==> src/source/chipRam_cfg.svh <==
// Chip RAM controller configuration
// Refresh spacing, SDRAM init schedule and mode register word

`ifndef CHIPRAM_CFG_SVH
`define CHIPRAM_CFG_SVH

// Clocks between refresh requests, fits the 6-bit timer
`define REFRESH_INTERVAL 54

// Init schedule, step 0 is the first clock after reset
`define INIT_PRECHARGE_STEP 1
`define INIT_MODE_STEP 3
`define INIT_REFRESH_STEP_A 4
`define INIT_REFRESH_STEP_B 9
`define INIT_DONE_STEP 13

// Burst length 4, sequential, CAS latency 2
`define MODE_WORD 11'h022

`endif
==> src/source/chipRamPkg.sv <==
// Chip RAM controller shared types
// SDRAM command encodings and the kinds of memory cycle

package chipRamPkg;

    ////////////////////////////////////////////////////////////////////////////
    // SDRAM commands, bits are {nCs, nRas, nCas, nWe}
    ////////////////////////////////////////////////////////////////////////////

    typedef enum logic [3:0] {
        Nop          = 4'b1111,  // Deselect, nothing issued
        Precharge    = 4'b0010,  // A10 high closes all banks
        Activate     = 4'b0011,  // Open a row
        Read         = 4'b0101,
        Write        = 4'b0100,
        AutoRefresh  = 4'b0001,
        ModeRegister = 4'b0000   // Load mode word from cma
    } sdramCmd;

    // Which cycle currently owns the SDRAM
    typedef enum logic [1:0] {
        Idle    = 2'd0,
        Refresh = 2'd1,
        Cpu     = 2'd2,  // CPU longword or burst
        Dma     = 2'd3   // Agnus word access
    } cycleKind;

endpackage

==> src/source/chipRamTop.sv <==
// Chip RAM controller top
// SDRAM behind the Agnus chip bus, CPU and DMA cycles with refresh

module chipRamTop (
    input  logic        CAS_AGNUS,
    input  logic        nRESET,
    // CPU side
    input  logic        nRamSpace,
    input  logic [20:1] cpuAddr,
    input  logic        cpuRnW,
    input  logic [1:0]  tt,
    // Agnus side
    input  logic        nRas0,
    input  logic        nRas1,
    input  logic        nCasL,
    input  logic        nCasU,
    input  logic        nAwe,
    input  logic [9:0]  dra,
    // SDRAM
    output logic        nCs,
    output logic        nRas,
    output logic        nCas,
    output logic        nWe,
    output logic        clkEn,
    output logic [10:0] cma,
    // Bus control
    output logic        ramTa,
    output logic        nDbEn,
    output logic        dbDir,
    output logic        dmaCycle,
    output logic        burstCycle,
    output logic        wordSel
);

    logic [9:0]           dmaRow;
    logic [9:0]           dmaCol;
    logic                 dmaReady;
    logic                 rasPending;
    logic                 casActive;
    logic                 refreshDue;
    logic                 refreshAck;
    logic                 writeCycle;
    logic                 dbHold;
    chipRamPkg::sdramCmd  nextCmd;
    chipRamPkg::cycleKind kind;

    agnusCapture uCapture (
        .CAS_AGNUS(CAS_AGNUS), .nRESET(nRESET),
        .nRas0(nRas0), .nRas1(nRas1), .nCasL(nCasL), .nCasU(nCasU),
        .dra(dra), .dmaCycle(dmaCycle),
        .dmaRow(dmaRow), .dmaCol(dmaCol), .dmaReady(dmaReady),
        .rasPending(rasPending), .casActive(casActive)
    );

    refreshTimer uRefresh (
        .CAS_AGNUS(CAS_AGNUS), .nRESET(nRESET),
        .refreshAck(refreshAck), .refreshDue(refreshDue)
    );

    cycleSequencer uSeq (
        .CAS_AGNUS(CAS_AGNUS), .nRESET(nRESET),
        .nRamSpace(nRamSpace), .cpuRnW(cpuRnW), .tt(tt), .nAwe(nAwe),
        .dmaReady(dmaReady), .rasPending(rasPending), .casActive(casActive),
        .refreshDue(refreshDue),
        .nextCmd(nextCmd), .kind(kind), .ramTa(ramTa), .clkEn(clkEn),
        .burstCycle(burstCycle), .writeCycle(writeCycle), .dmaCycle(dmaCycle),
        .refreshAck(refreshAck), .dbHold(dbHold)
    );

    // A1 only picks the word on the CPU bus, SDRAM is longword wide
    sdramCmdOut uPins (
        .CAS_AGNUS(CAS_AGNUS), .nRESET(nRESET),
        .nextCmd(nextCmd), .kind(kind), .cpuAddr(cpuAddr[20:2]),
        .dmaRow(dmaRow), .dmaCol(dmaCol), .writeCycle(writeCycle), .dbHold(dbHold),
        .nCs(nCs), .nRas(nRas), .nCas(nCas), .nWe(nWe), .cma(cma),
        .nDbEn(nDbEn), .dbDir(dbDir), .wordSel(wordSel)
    );

endmodule

==> src/source/sdramCmdOut.sv <==
// SDRAM pin driver
// Registers the command, muxes the row/column address and data buffer controls

`include "chipRam_cfg.svh"

module sdramCmdOut (
    input  logic                 CAS_AGNUS,
    input  logic                 nRESET,
    input  chipRamPkg::sdramCmd  nextCmd,
    input  chipRamPkg::cycleKind kind,
    input  logic [20:2]          cpuAddr,    // Longword address, A1 not used by SDRAM
    input  logic [9:0]           dmaRow,
    input  logic [9:0]           dmaCol,
    input  logic                 writeCycle,
    input  logic                 dbHold,
    output logic                 nCs,
    output logic                 nRas,
    output logic                 nCas,
    output logic                 nWe,
    output logic [10:0]          cma,
    output logic                 nDbEn,
    output logic                 dbDir,
    output logic                 wordSel
);

    chipRamPkg::sdramCmd cmdQ;
    logic                isDma;

    always_ff @(posedge CAS_AGNUS or negedge nRESET) begin
        if (!nRESET) cmdQ <= chipRamPkg::Nop;
        else         cmdQ <= nextCmd;
    end

    assign {nCs, nRas, nCas, nWe} = cmdQ;
    assign isDma = (kind == chipRamPkg::Dma);

    ////////////////////////////////////////////////////////////////////////////
    // Address mux, row is A19..A10, column is A20 then A9..A2
    ////////////////////////////////////////////////////////////////////////////

    always_comb begin
        case (cmdQ)
            chipRamPkg::Precharge:    cma = 11'h400;          // All banks
            chipRamPkg::ModeRegister: cma = `MODE_WORD;
            chipRamPkg::Activate:     cma = isDma ? {1'b0, dmaRow} : {1'b0, cpuAddr[19:10]};
            chipRamPkg::Read,
            chipRamPkg::Write: begin
                if (isDma) cma = {2'b00, dmaCol[9:1]};        // Agnus word pairs share a column
                else       cma = {2'b00, cpuAddr[20], cpuAddr[9:2]};
            end
            default:                  cma = '0;
        endcase
    end

    // Data buffer between chip bus and SDRAM, open only for DMA
    assign nDbEn   = !(isDma || dbHold);
    assign dbDir   = writeCycle;      // High drives toward the SDRAM
    assign wordSel = dmaCol[0];       // Upper or lower word of the longword

    // Idle pins carry a clean address bus
    assert property (@(posedge CAS_AGNUS) disable iff (!nRESET)
        $past(nextCmd) == chipRamPkg::Nop |-> cma == '0)
        else $error("cma not zero on Nop");

endmodule

==> src/source/cycleSequencer.sv <==
// Chip RAM cycle sequencer
// Runs SDRAM init, then arbitrates refresh, Agnus DMA and CPU cycles

`include "chipRam_cfg.svh"

module cycleSequencer (
    input  logic                 CAS_AGNUS,
    input  logic                 nRESET,
    input  logic                 nRamSpace,
    input  logic                 cpuRnW,
    input  logic [1:0]           tt,
    input  logic                 nAwe,
    input  logic                 dmaReady,
    input  logic                 rasPending,
    input  logic                 casActive,
    input  logic                 refreshDue,
    output chipRamPkg::sdramCmd  nextCmd,     // Registered onto the pins next clock
    output chipRamPkg::cycleKind kind,
    output logic                 ramTa,
    output logic                 clkEn,
    output logic                 burstCycle,
    output logic                 writeCycle,
    output logic                 dmaCycle,
    output logic                 refreshAck,
    output logic                 dbHold       // DMA read waiting for Agnus CAS release
);

    logic [3:0] step;        // Init step, then step within a cycle
    logic       initDone;
    logic       idle;
    logic       startRefresh;
    logic       startDma;
    logic       startCpu;
    logic [3:0] lastStep;    // Step that issues Precharge
    logic [3:0] taFirst;
    logic [3:0] taLast;

    ////////////////////////////////////////////////////////////////////////////
    // Arbitration, refresh over DMA over CPU
    ////////////////////////////////////////////////////////////////////////////

    assign idle         = initDone && (step == 4'd0) && !dbHold;
    assign startRefresh = idle && refreshDue && !casActive;   // Never under an Agnus CAS
    assign startDma     = idle && !startRefresh && dmaReady;
    // CPU waits while one RAS is low, and for the clock that still shows ramTa
    assign startCpu     = idle && !startRefresh && !dmaReady && !nRamSpace
                          && !rasPending && !ramTa;

    assign refreshAck = startRefresh;
    assign dmaCycle   = (kind == chipRamPkg::Dma) || dbHold;

    // Cycle length and ramTa window
    assign lastStep = !burstCycle ? 4'd3 : (writeCycle ? 4'd5 : 4'd7);
    assign taFirst  = writeCycle ? 4'd1 : 4'd3;   // Writes ack early, reads after CL
    assign taLast   = taFirst + (burstCycle ? 4'd3 : 4'd0);

    ////////////////////////////////////////////////////////////////////////////
    // Command decode
    ////////////////////////////////////////////////////////////////////////////

    always_comb begin
        nextCmd = chipRamPkg::Nop;
        if (!initDone) begin
            case (step)
                4'(`INIT_PRECHARGE_STEP): nextCmd = chipRamPkg::Precharge;
                4'(`INIT_MODE_STEP):      nextCmd = chipRamPkg::ModeRegister;
                4'(`INIT_REFRESH_STEP_A),
                4'(`INIT_REFRESH_STEP_B): nextCmd = chipRamPkg::AutoRefresh;
                default:                  nextCmd = chipRamPkg::Nop;
            endcase
        end else if (startRefresh) begin
            nextCmd = chipRamPkg::AutoRefresh;
        end else if (startDma || startCpu) begin
            nextCmd = chipRamPkg::Activate;
        end else if (kind == chipRamPkg::Cpu || kind == chipRamPkg::Dma) begin
            if (step == 4'd2) begin
                nextCmd = writeCycle ? chipRamPkg::Write : chipRamPkg::Read;
            end else if (step == lastStep) begin
                nextCmd = chipRamPkg::Precharge;
            end
        end
    end

    ////////////////////////////////////////////////////////////////////////////
    // Step counter and cycle state
    ////////////////////////////////////////////////////////////////////////////

    always_ff @(posedge CAS_AGNUS or negedge nRESET) begin
        if (!nRESET) begin
            step       <= '0;
            initDone   <= 1'b0;
            kind       <= chipRamPkg::Idle;
            ramTa      <= 1'b0;
            clkEn      <= 1'b0;
            burstCycle <= 1'b0;
            writeCycle <= 1'b0;
            dbHold     <= 1'b0;
        end else begin
            ramTa <= 1'b0;                        // Default, one-clock acks
            if (!initDone) begin
                clkEn <= 1'b1;                    // Up on the first clock, stays up
                if (step == 4'(`INIT_DONE_STEP)) begin
                    initDone <= 1'b1;
                    step     <= '0;
                end else begin
                    step <= step + 4'd1;
                end
            end else if (startRefresh) begin
                kind <= chipRamPkg::Refresh;
                step <= 4'd1;
            end else if (startDma) begin
                kind       <= chipRamPkg::Dma;
                step       <= 4'd1;
                writeCycle <= !nAwe;
                burstCycle <= 1'b0;
            end else if (startCpu) begin
                kind       <= chipRamPkg::Cpu;
                step       <= 4'd1;
                writeCycle <= !cpuRnW;
                burstCycle <= (tt == 2'b01);      // Line transfer
            end else if (dbHold) begin
                if (!casActive) dbHold <= 1'b0;   // Agnus done reading
            end else if (kind == chipRamPkg::Refresh) begin
                if (step == 4'd3) begin           // tRC covered by three Nops
                    step <= '0;
                    kind <= chipRamPkg::Idle;
                end else begin
                    step <= step + 4'd1;
                end
            end else if (kind != chipRamPkg::Idle) begin
                ramTa <= (kind == chipRamPkg::Cpu) && (step >= taFirst) && (step <= taLast);
                if (step == lastStep) begin
                    step       <= '0;
                    kind       <= chipRamPkg::Idle;
                    burstCycle <= 1'b0;
                    // DMA read keeps the buffer open while CAS is still low
                    dbHold     <= (kind == chipRamPkg::Dma) && !writeCycle && casActive;
                end else begin
                    step <= step + 4'd1;
                end
            end
        end
    end

    // Column commands only into a row opened by this cycle
    assert property (@(posedge CAS_AGNUS) disable iff (!nRESET)
        nextCmd inside {chipRamPkg::Read, chipRamPkg::Write}
        |-> $past(nextCmd, 2) == chipRamPkg::Activate)
        else $error("Read or Write without Activate");

endmodule

==> src/source/refreshTimer.sv <==
// SDRAM refresh timer
// Counts clocks since the last auto refresh and raises refreshDue

`include "chipRam_cfg.svh"

module refreshTimer (
    input  logic CAS_AGNUS,
    input  logic nRESET,
    input  logic refreshAck,   // One clock, AutoRefresh going out
    output logic refreshDue
);

    logic [5:0] count;

    always_ff @(posedge CAS_AGNUS or negedge nRESET) begin
        if (!nRESET) begin
            count      <= '0;
            refreshDue <= 1'b0;
        end else if (refreshAck) begin
            count      <= '0;
            refreshDue <= 1'b0;
        end else begin
            if (count != 6'h3f) count <= count + 6'd1;   // Saturate, never wrap
            if (count >= 6'(`REFRESH_INTERVAL)) refreshDue <= 1'b1;
        end
    end

    // Sequencer must only refresh when asked
    assert property (@(posedge CAS_AGNUS) disable iff (!nRESET)
        refreshAck |-> refreshDue)
        else $error("refreshAck without refreshDue");

endmodule

==> src/source/agnusCapture.sv <==
// Agnus DMA address capture
// Latches row and column off the multiplexed dra bus and flags a pending DMA

module agnusCapture (
    input  logic       CAS_AGNUS,
    input  logic       nRESET,
    input  logic       nRas0,
    input  logic       nRas1,
    input  logic       nCasL,
    input  logic       nCasU,
    input  logic [9:0] dra,
    input  logic       dmaCycle,    // Sequencer is serving the DMA
    output logic [9:0] dmaRow,
    output logic [9:0] dmaCol,
    output logic       dmaReady,
    output logic       rasPending,
    output logic       casActive
);

    logic rasLow;
    logic rasLowQ;   // Strobe levels seen at the previous clock
    logic casLowQ;

    assign rasLow     = !nRas0 || !nRas1;
    assign casActive  = !nCasL || !nCasU;
    assign rasPending = nRas0 ^ nRas1;   // Both low is an Agnus refresh, not DMA

    always_ff @(posedge CAS_AGNUS or negedge nRESET) begin
        if (!nRESET) begin
            rasLowQ  <= 1'b0;
            casLowQ  <= 1'b0;
            dmaReady <= 1'b0;
        end else begin
            rasLowQ <= rasLow;
            casLowQ <= casActive;
            if (casActive && !casLowQ) begin
                dmaReady <= 1'b1;         // New column strobe wins over the clear
            end else if (dmaCycle) begin
                dmaReady <= 1'b0;
            end
        end
    end

    // Address latches, first clock of each strobe
    always_ff @(posedge CAS_AGNUS) begin
        if (rasLow && !rasLowQ) dmaRow <= dra;
        if (casActive && !casLowQ) dmaCol <= dra;
    end

    // A pending DMA always carries the column sampled on the same edge
    assert property (@(posedge CAS_AGNUS) disable iff (!nRESET)
        $rose(dmaReady) |-> dmaCol == $past(dra))
        else $error("dmaReady rose without a column capture");

endmodule

==> config.mk <==
export PLATFORM = sky130hd
export DESIGN_NAME = chipRamTop
export DESIGN_NICKNAME = d
export VERILOG_FILES = /design/src/source/chipRamPkg.sv /design/src/source/chipRamTop.sv /design/src/source/sdramCmdOut.sv /design/src/source/cycleSequencer.sv /design/src/source/refreshTimer.sv /design/src/source/agnusCapture.sv
export VERILOG_INCLUDE_DIRS = /design/src /design/src/source
export SDC_FILE = /design/constraint.sdc
export NUM_CORES = 1
export LEC_CHECK = 0
export ABC_AREA = 1
export BUFFER_PORTS_ARGS = -buffer_cell sky130_fd_sc_hd__buf_2
export CAP_MARGIN = 40
export CORE_MARGIN = 5
export CORE_UTILIZATION = 40
export DETAILED_ROUTE_END_ITERATION = 6
export SETUP_SLACK_MARGIN = 0.2
export SYNTH_ARGS = -nofsm -noshare
export SYNTH_HDL_FRONTEND = slang
export SYNTH_HIERARCHICAL = 1
export SYNTH_SLANG_ARGS = --single-unit
==> constraint.sdc <==
create_clock -name CAS_AGNUS -period 3.39 [get_ports CAS_AGNUS]
set_clock_uncertainty 0.15 [all_clocks]
set_input_delay 0.5085 -clock CAS_AGNUS [delete_from_list [all_inputs] [get_ports CAS_AGNUS]]
set_output_delay 0.5085 -clock CAS_AGNUS [all_outputs]
set_load 0.01 [all_outputs]
* Word level (Yosys, flattened, before mapping) *
Cells that the tools add are included.
Widths: inputs -> output; s select.

word-level totals
  input bits = 41
  logic and storage cells = 165
  register bits = 46
  output and inout bits = 22

cells by class
  multiplexer cells = 61
  reduce and logical (&&, ||, !) cells = 56
  bitwise logic cells = 4
  equality and inequality tests = 22
  add/subtract/negate cells = 3
  $lt $le $gt $ge = 3

operator list
  cell                 number
  $mux 4               17
  $pmux 11 s4          1
  $mux 1               27
  $mux 2               11
  $logic_not 1->1      17
  $eq 4x2->1 const B   4
  $logic_and 1x1->1    16
  $eq 4x3->1 const B   3
  $mux 6               2
  $ne 6x6->1 const B   2
  $pmux 4 s3           1
  $mux 10              1
  $reduce_bool 2->1    5
  $reduce_bool 5->1    2
  $mux 9               1
  $eq 4x4->1 const B   2
  $logic_not 4->1      2
  $add 6x1->6 const B  1
  $ge 6x6->1 const B   1
  $reduce_and 6->1     1
  $reduce_bool 3->1    2
  $logic_or 1x1->1     5
  $ne 5x2->1 const B   1
  $ne 5x5->1 const B   1
  18 further kinds     23

* Depth between registers and ports, before layout *
  word-level depth = 15
  depth in mapped cells = 12
  mapped depth without buffers = 12

* Cells and area by module *
The synthesis kept the hierarchy.

modules (own cells, without submodules)
  module          cells an instance  seq. area each (µm²)  area an instance (µm²)  instances
  cycleSequencer  153                300.3                 1069.8                  1
  agnusCapture    33                 675.6                 729.4                   1
  sdramCmdOut     108                105.1                 551.8                   1
  refreshTimer    52                 175.2                 387.9                   1

* Worst setup path after synthesis *
Ideal clock, no wire load.

  kind = reg-to-reg
  from = reg uSeq.burstCycle
  to = reg uSeq.kind[1]
  arrival = 1.525 ns
  path slack = 1.590 ns
  required time = 3.114 ns
  buffers on the path = 0
  period minus slack after synthesis = 1.800 ns
  library setup time = 0.126 ns
  stages on the path, launching flop included = 12
  cells stage by stage = dfrtp_1 -> inv_1 -> ha_1 -> nand2_1 -> nor2_1 -> nand2_1 -> nor2_1 -> inv_1 -> nand3_1 -> nand3_1 -> nand3_1 -> nand2_1

on the way
  word-level cells in the longest chain between the ends = 4

ends and longest elaborated chain
  item                                line                   RTL
  start: declaration                  cycleSequencer.sv:21   output logic burstCycle,
  start signal: assignment            cycleSequencer.sv:120  burstCycle <= (tt == 2'b01);
  $mux 4                              cycleSequencer.sv:53   assign lastStep = !burstCycle ? 4'd3 : (writeCycle ? 4'd5 : 4'd7);
  $eq 4x4->1                          cycleSequencer.sv:132  if (step == lastStep) begin
  $reduce_bool 5->1 (no source line)  -
  $reduce_and 5->1 (no source line)   -
  end signal: assignment              cycleSequencer.sv:92   kind <= chipRamPkg::Idle;
  end signal: assignment              cycleSequencer.sv:126  kind <= chipRamPkg::Idle;
  end signal: assignment              cycleSequencer.sv:134  kind <= chipRamPkg::Idle;
  end: declaration                    cycleSequencer.sv:18   output chipRamPkg::cycleKind kind,

Every way passes these cells.
A chain may end at the register's enable or synchronous reset.

* Worst setup path in the final report *
  from = reg uSeq.kind[1]
  to = out cma[2]

on the way
  word-level cells in the longest chain between the ends = 3
  elaborated cells between the ends (all ways) = 4
  classes of those cells = 1 x eq/ne; 3 x mux

ends and longest elaborated chain
  item                               line                                  RTL
  start signal: assignment           cycleSequencer.sv:92
  start signal: assignment           cycleSequencer.sv:109                 kind <= chipRamPkg::Refresh;
  start signal: assignment           cycleSequencer.sv:112                 kind <= chipRamPkg::Dma;
  $eq 2x2->1 *                       sdramCmdOut.sv:35                     assign isDma = (kind == chipRamPkg::Dma);
  $mux 9 or $mux 10 (tied branches)  sdramCmdOut.sv:48, sdramCmdOut.sv:45
  $pmux 11 s4 *                      sdramCmdOut.sv:42                     case (cmdQ)
  end: declaration                   chipRamTop.sv:25                      output logic [10:0] cma,

Every way passes the cells marked *; elsewhere a longest branch is shown, timed or not.

==> results_dict.tcl <==
set metrics [dict create \
    pwr-share-comb 0.482 \
    regToRegStartpoint "uSeq/step[0]" \
    path_delay_family "simple AND/OR/NAND/NOR gates" \
    cts.sinks 46 \
    ys_seq_area_frac 0.459 \
    htree_levels 2 \
    critical-path-max-stage-delay_ns 0.53 \
    cap_violations 0 \
    critical_path_depth 7 \
    core_um2 6720 \
    die_h_um 92.7 \
    status "finished clean" \
    io_buffers 61 \
    worst_pin_slew_ns 0.574 \
    worst_r2r_path_depth 11 \
    row_count 30 \
    power_switching_share 0.455 \
    vias 2351 \
    post_cts.repair.setup_buffers 0 \
    vias_per_cell 4.80 \
    synthesis.nets 399 \
    cpMostUsedCell "nand2_1" \
    area_growth_pct 15.8 \
    synth_top_family_by_area "simple AND/OR/NAND/NOR gates" \
    boundaryPins 63 \
    cp_data_arrival_time_ns 1.86 \
    p_int_uw 1290 \
    vdd_drop_max_uv 319 \
    drive_above_1_share 0.239 \
    slew_violations 0 \
    initial_utilization 0.408 \
    endpoint "cma[2]" \
    insertedDiodeCount 0 \
    pwr-share-clk 0.136 \
    yosys-top-cells-area "edfxtp_1 22%, dfrtp_1 20%, nand2_1 19%" \
    finalCritPeriodShare 0.742 \
    leakage_uw 0.00169 \
    synth-compound-area-share 0.0521 \
    globalRouteTotalUtil 0.150 \
    yosysUniqueCellTypes 31 \
    setup_ws_ns 0.874 \
    finalSetupViolCount 0 \
    synth_fa_ha_area_frac 0.0548 \
    cts_hold_buf 0 \
    slew_headroom 0.617 \
    drtIter0Drc 103 \
    cts.path.max_buffers 2 \
    synth_seq_cells 46 \
    worst-setup-path-type "flip-flop to output pin" \
    syn_avg_cell_area_um2 7.92 \
    synth_xor_area_frac 0.00959 \
    p_seq_frac 0.382 \
    place_area_um2 3090 \
    die_x_um 92.7 \
    dr.pass1.iters 4 \
    crit_buf_inv 2 \
    timing.fmax_mhz 397 \
    async_flop_share 0.565 \
    antenna_left 0 \
    hpwl_mm 4.67 \
    detail_route.wl_per_cell_um 12.4 \
    fin_nets 462 \
    cts_buffers 5 \
    netlist.top_cell.by_area "edfxtp_1" \
    antenna_found_initial 0 \
    grt_pass1_vias 2242 \
    tritoncts "yes" \
    setup_tns_ns 0 \
    ys_warn_count 6 \
    die_area_um2 8600 \
    drt_wl_total_mm 6.09 \
    ctsRootBufferMaster "clkbuf_8" \
    cts_resized 0 \
    setup.worst_path.start "uSeq/kind[1]" \
    slowest_stage "dfrtp_1" \
    period_needed_ns 2.52 \
    design_area_um2 3170 \
    ff2ff_setup_slack_ns 1.31 \
    path_clk_slew_ns 0.09 \
    gp_routability_congestion 0.868 \
    grt_pass1_wl_mm 10.4 \
    synth_mux_area_frac 0 \
    path_max_fanout 20 \
    synth_top_cell_area_share 0.219 \
    cp-end-kind "output pin" \
    path_cells "nand2_2 -> inv_2 -> nand2_1 -> nand2_1 -> nand2_1 -> nand2_1 -> buf_2" \
    min_path_type "input port to asynchronous set/reset pin" \
    required_ns 2.73 \
    rsz0062_at_grt "false" \
    synthSimpleGateAreaFrac 0.346 \
    drcViolationCount 0 \
    grt_start_max_net_pins 27 \
    p_per_area_nw_per_um2 745 \
    synth_top_flop_cell "dfrtp_1" \
    clk_latency_ns 0.30 \
    finalHoldViolations 0 \
    p_sw_uw 1070 \
    synth_enable_flop_cells 20 \
    syn_inst 346 \
    grt_overflow 0 \
    post-place-ws_ns 1.17 \
    start_kind "flip-flop" \
    r2r_end "uSeq/dbHold" \
    synth_area_um2 2740 \
]
==> per-layer routing <==
| layer | wire [µm] | track usage | vias to the layer above |
|---|---|---|---|
| met2 | 2800 | 0.250 | 82 |
| met5 | 0 | 0 | - |
| met4 | 41 | 0.0366 | 0 |
| met3 | 412 | 0.0284 | 4 |
| li1 | - | - | 1223 |
| met1 | 2840 | 0.200 | 1042 |
==> stage by stage <==
stage | hold slack (ns) | utilization | std cells | total power [µW]
2_1_floorplan | 0.0629 | - | 346 | 1790
3_3_place_gp | 0.298 | 0.458 | 481 | 2020
3_5_place_dp | 0.304 | 0.460 | 482 | 2050
4_1_cts | 0.0655 | 0.472 | 490 | 2380
5_1_grt | 0.103 | 0.472 | 490 | 2610
6_report | 0.0462 | 0.472 | 490 | 2360
==> worst reg2reg max path, cell delays in order, from the launching register on <==
cell	delay (ns)
dfrtp_1	0.44
inv_1	0.18
ha_1	0.22
nand2_1	0.07
inv_1	0.10
nand3_4	0.11
nor2_4	0.22
nor2_2	0.10
nand2_1	0.18
inv_1	0.08
nand2_1	0.07
a21oi_1	0.05
==> registers in the layout (all words and copies together) (netlist names) <==
register / flops
uCapture/dmaReady: 1
uSeq/burstCycle: 1
uSeq/initDone: 1
uSeq/dbHold: 1
uSeq/kind: 2
uCapture/casLowQ: 1
uSeq/writeCycle: 1
uPins/cmdQ: 4
uCapture/rasLowQ: 1
uCapture/dmaRow: 10
uSeq/clkEn: 1
uSeq/ramTa: 1
uSeq/step: 4
uCapture/dmaCol: 10
uRefresh/refreshDue: 1
uRefresh/count: 6
==> logic make-up (layout without fill, tap and decap cells) <==
kind of cell             after synthesis  after routing
flip-flops                            46             46
buffers and inverters                 46            110
adder cells (fa/ha/maj)               12             12
XOR/XNOR                               3              3
AO/OA/AOI/OAI                         24             24
AND/OR/NAND/NOR                      215            215
==> power by group through the flow <==
| stage | combinational (µW) | sequential, µW | clock, µW |
|---|---|---|---|
| global route | 1320 | 930 | 360 |
| CTS | 1140 | 903 | 340 |
| global placement | 1110 | 910 | 0 |
| floorplan | 921 | 870 | 0 |
| detailed placement | 1140 | 913 | 0 |
| finish | 1140 | 902 | 322 |
==> cells in the mapped netlist (all sizes together), types with 3 or more instances <==
library cell	n
inv	39
nand2	147
nor3	4
ha	12
buf	6
nand3	30
o21ai	14
edfxtp	20
a21oi	7
xor2	3
dfstp	4
dfrtp	22
nor2	30
==> cell usage in the layout, fill, tap and decap left out <==
cell | netlist | routed
nor3_1 | 4 | 4
inv_1 | 37 | 37
nor2_8 | 1 | 1
clkbuf_8 | 0 | 5
nand2_2 | 8 | 8
clkinv_2 | 1 | 3
o211ai_1 | 1 | 1
o21ai_0 | 13 | 13
nor3b_1 | 1 | 1
dfrtp_1 | 22 | 22
nand3_1 | 27 | 27
nor2_4 | 2 | 2
a21oi_1 | 7 | 7
inv_2 | 2 | 2
ha_1 | 12 | 12
dfstp_2 | 4 | 4
nor2_2 | 5 | 5
nand3_2 | 2 | 2
buf_4 | 2 | 1
or2_2 | 1 | 1
o21ai_4 | 1 | 1
buf_2 | 0 | 61
nor2_1 | 22 | 22
clkbuf_1 | 0 | 1
edfxtp_1 | 20 | 20
a32oi_1 | 1 | 1
a211o_2 | 1 | 1
nor4_1 | 1 | 1
nand2_1 | 139 | 139
xor2_1 | 3 | 3
nand3b_1 | 1 | 1
nand3_4 | 1 | 1
==> area by class of cell <==
type	count	area [µm²]
clock inverter	2	10.0
inverter	40	151
multi-input combinational	254	1270
tap	80	100
fill	695	3550
clock buffer	6	72.6
timing repair buffer	62	313
sequential	46	1260
==> worst min-delay path by stage <==
stage,from,endpoint,slack (ns),cells past startpoint
6_report,nRESET,uSeq/step[3],0.05,1
5_1_grt,nRESET,uSeq/initDone,0.10,1
4_1_cts,nRESET,uSeq/initDone,0.07,1
3_5_place_dp,uSeq/clkEn,uSeq/clkEn,0.30,1
3_3_place_gp,uSeq/clkEn,uSeq/clkEn,0.30,1
2_1_floorplan,nRESET,uCapture/casLowQ,0.06,0
(Power assumes the default switching activity.)
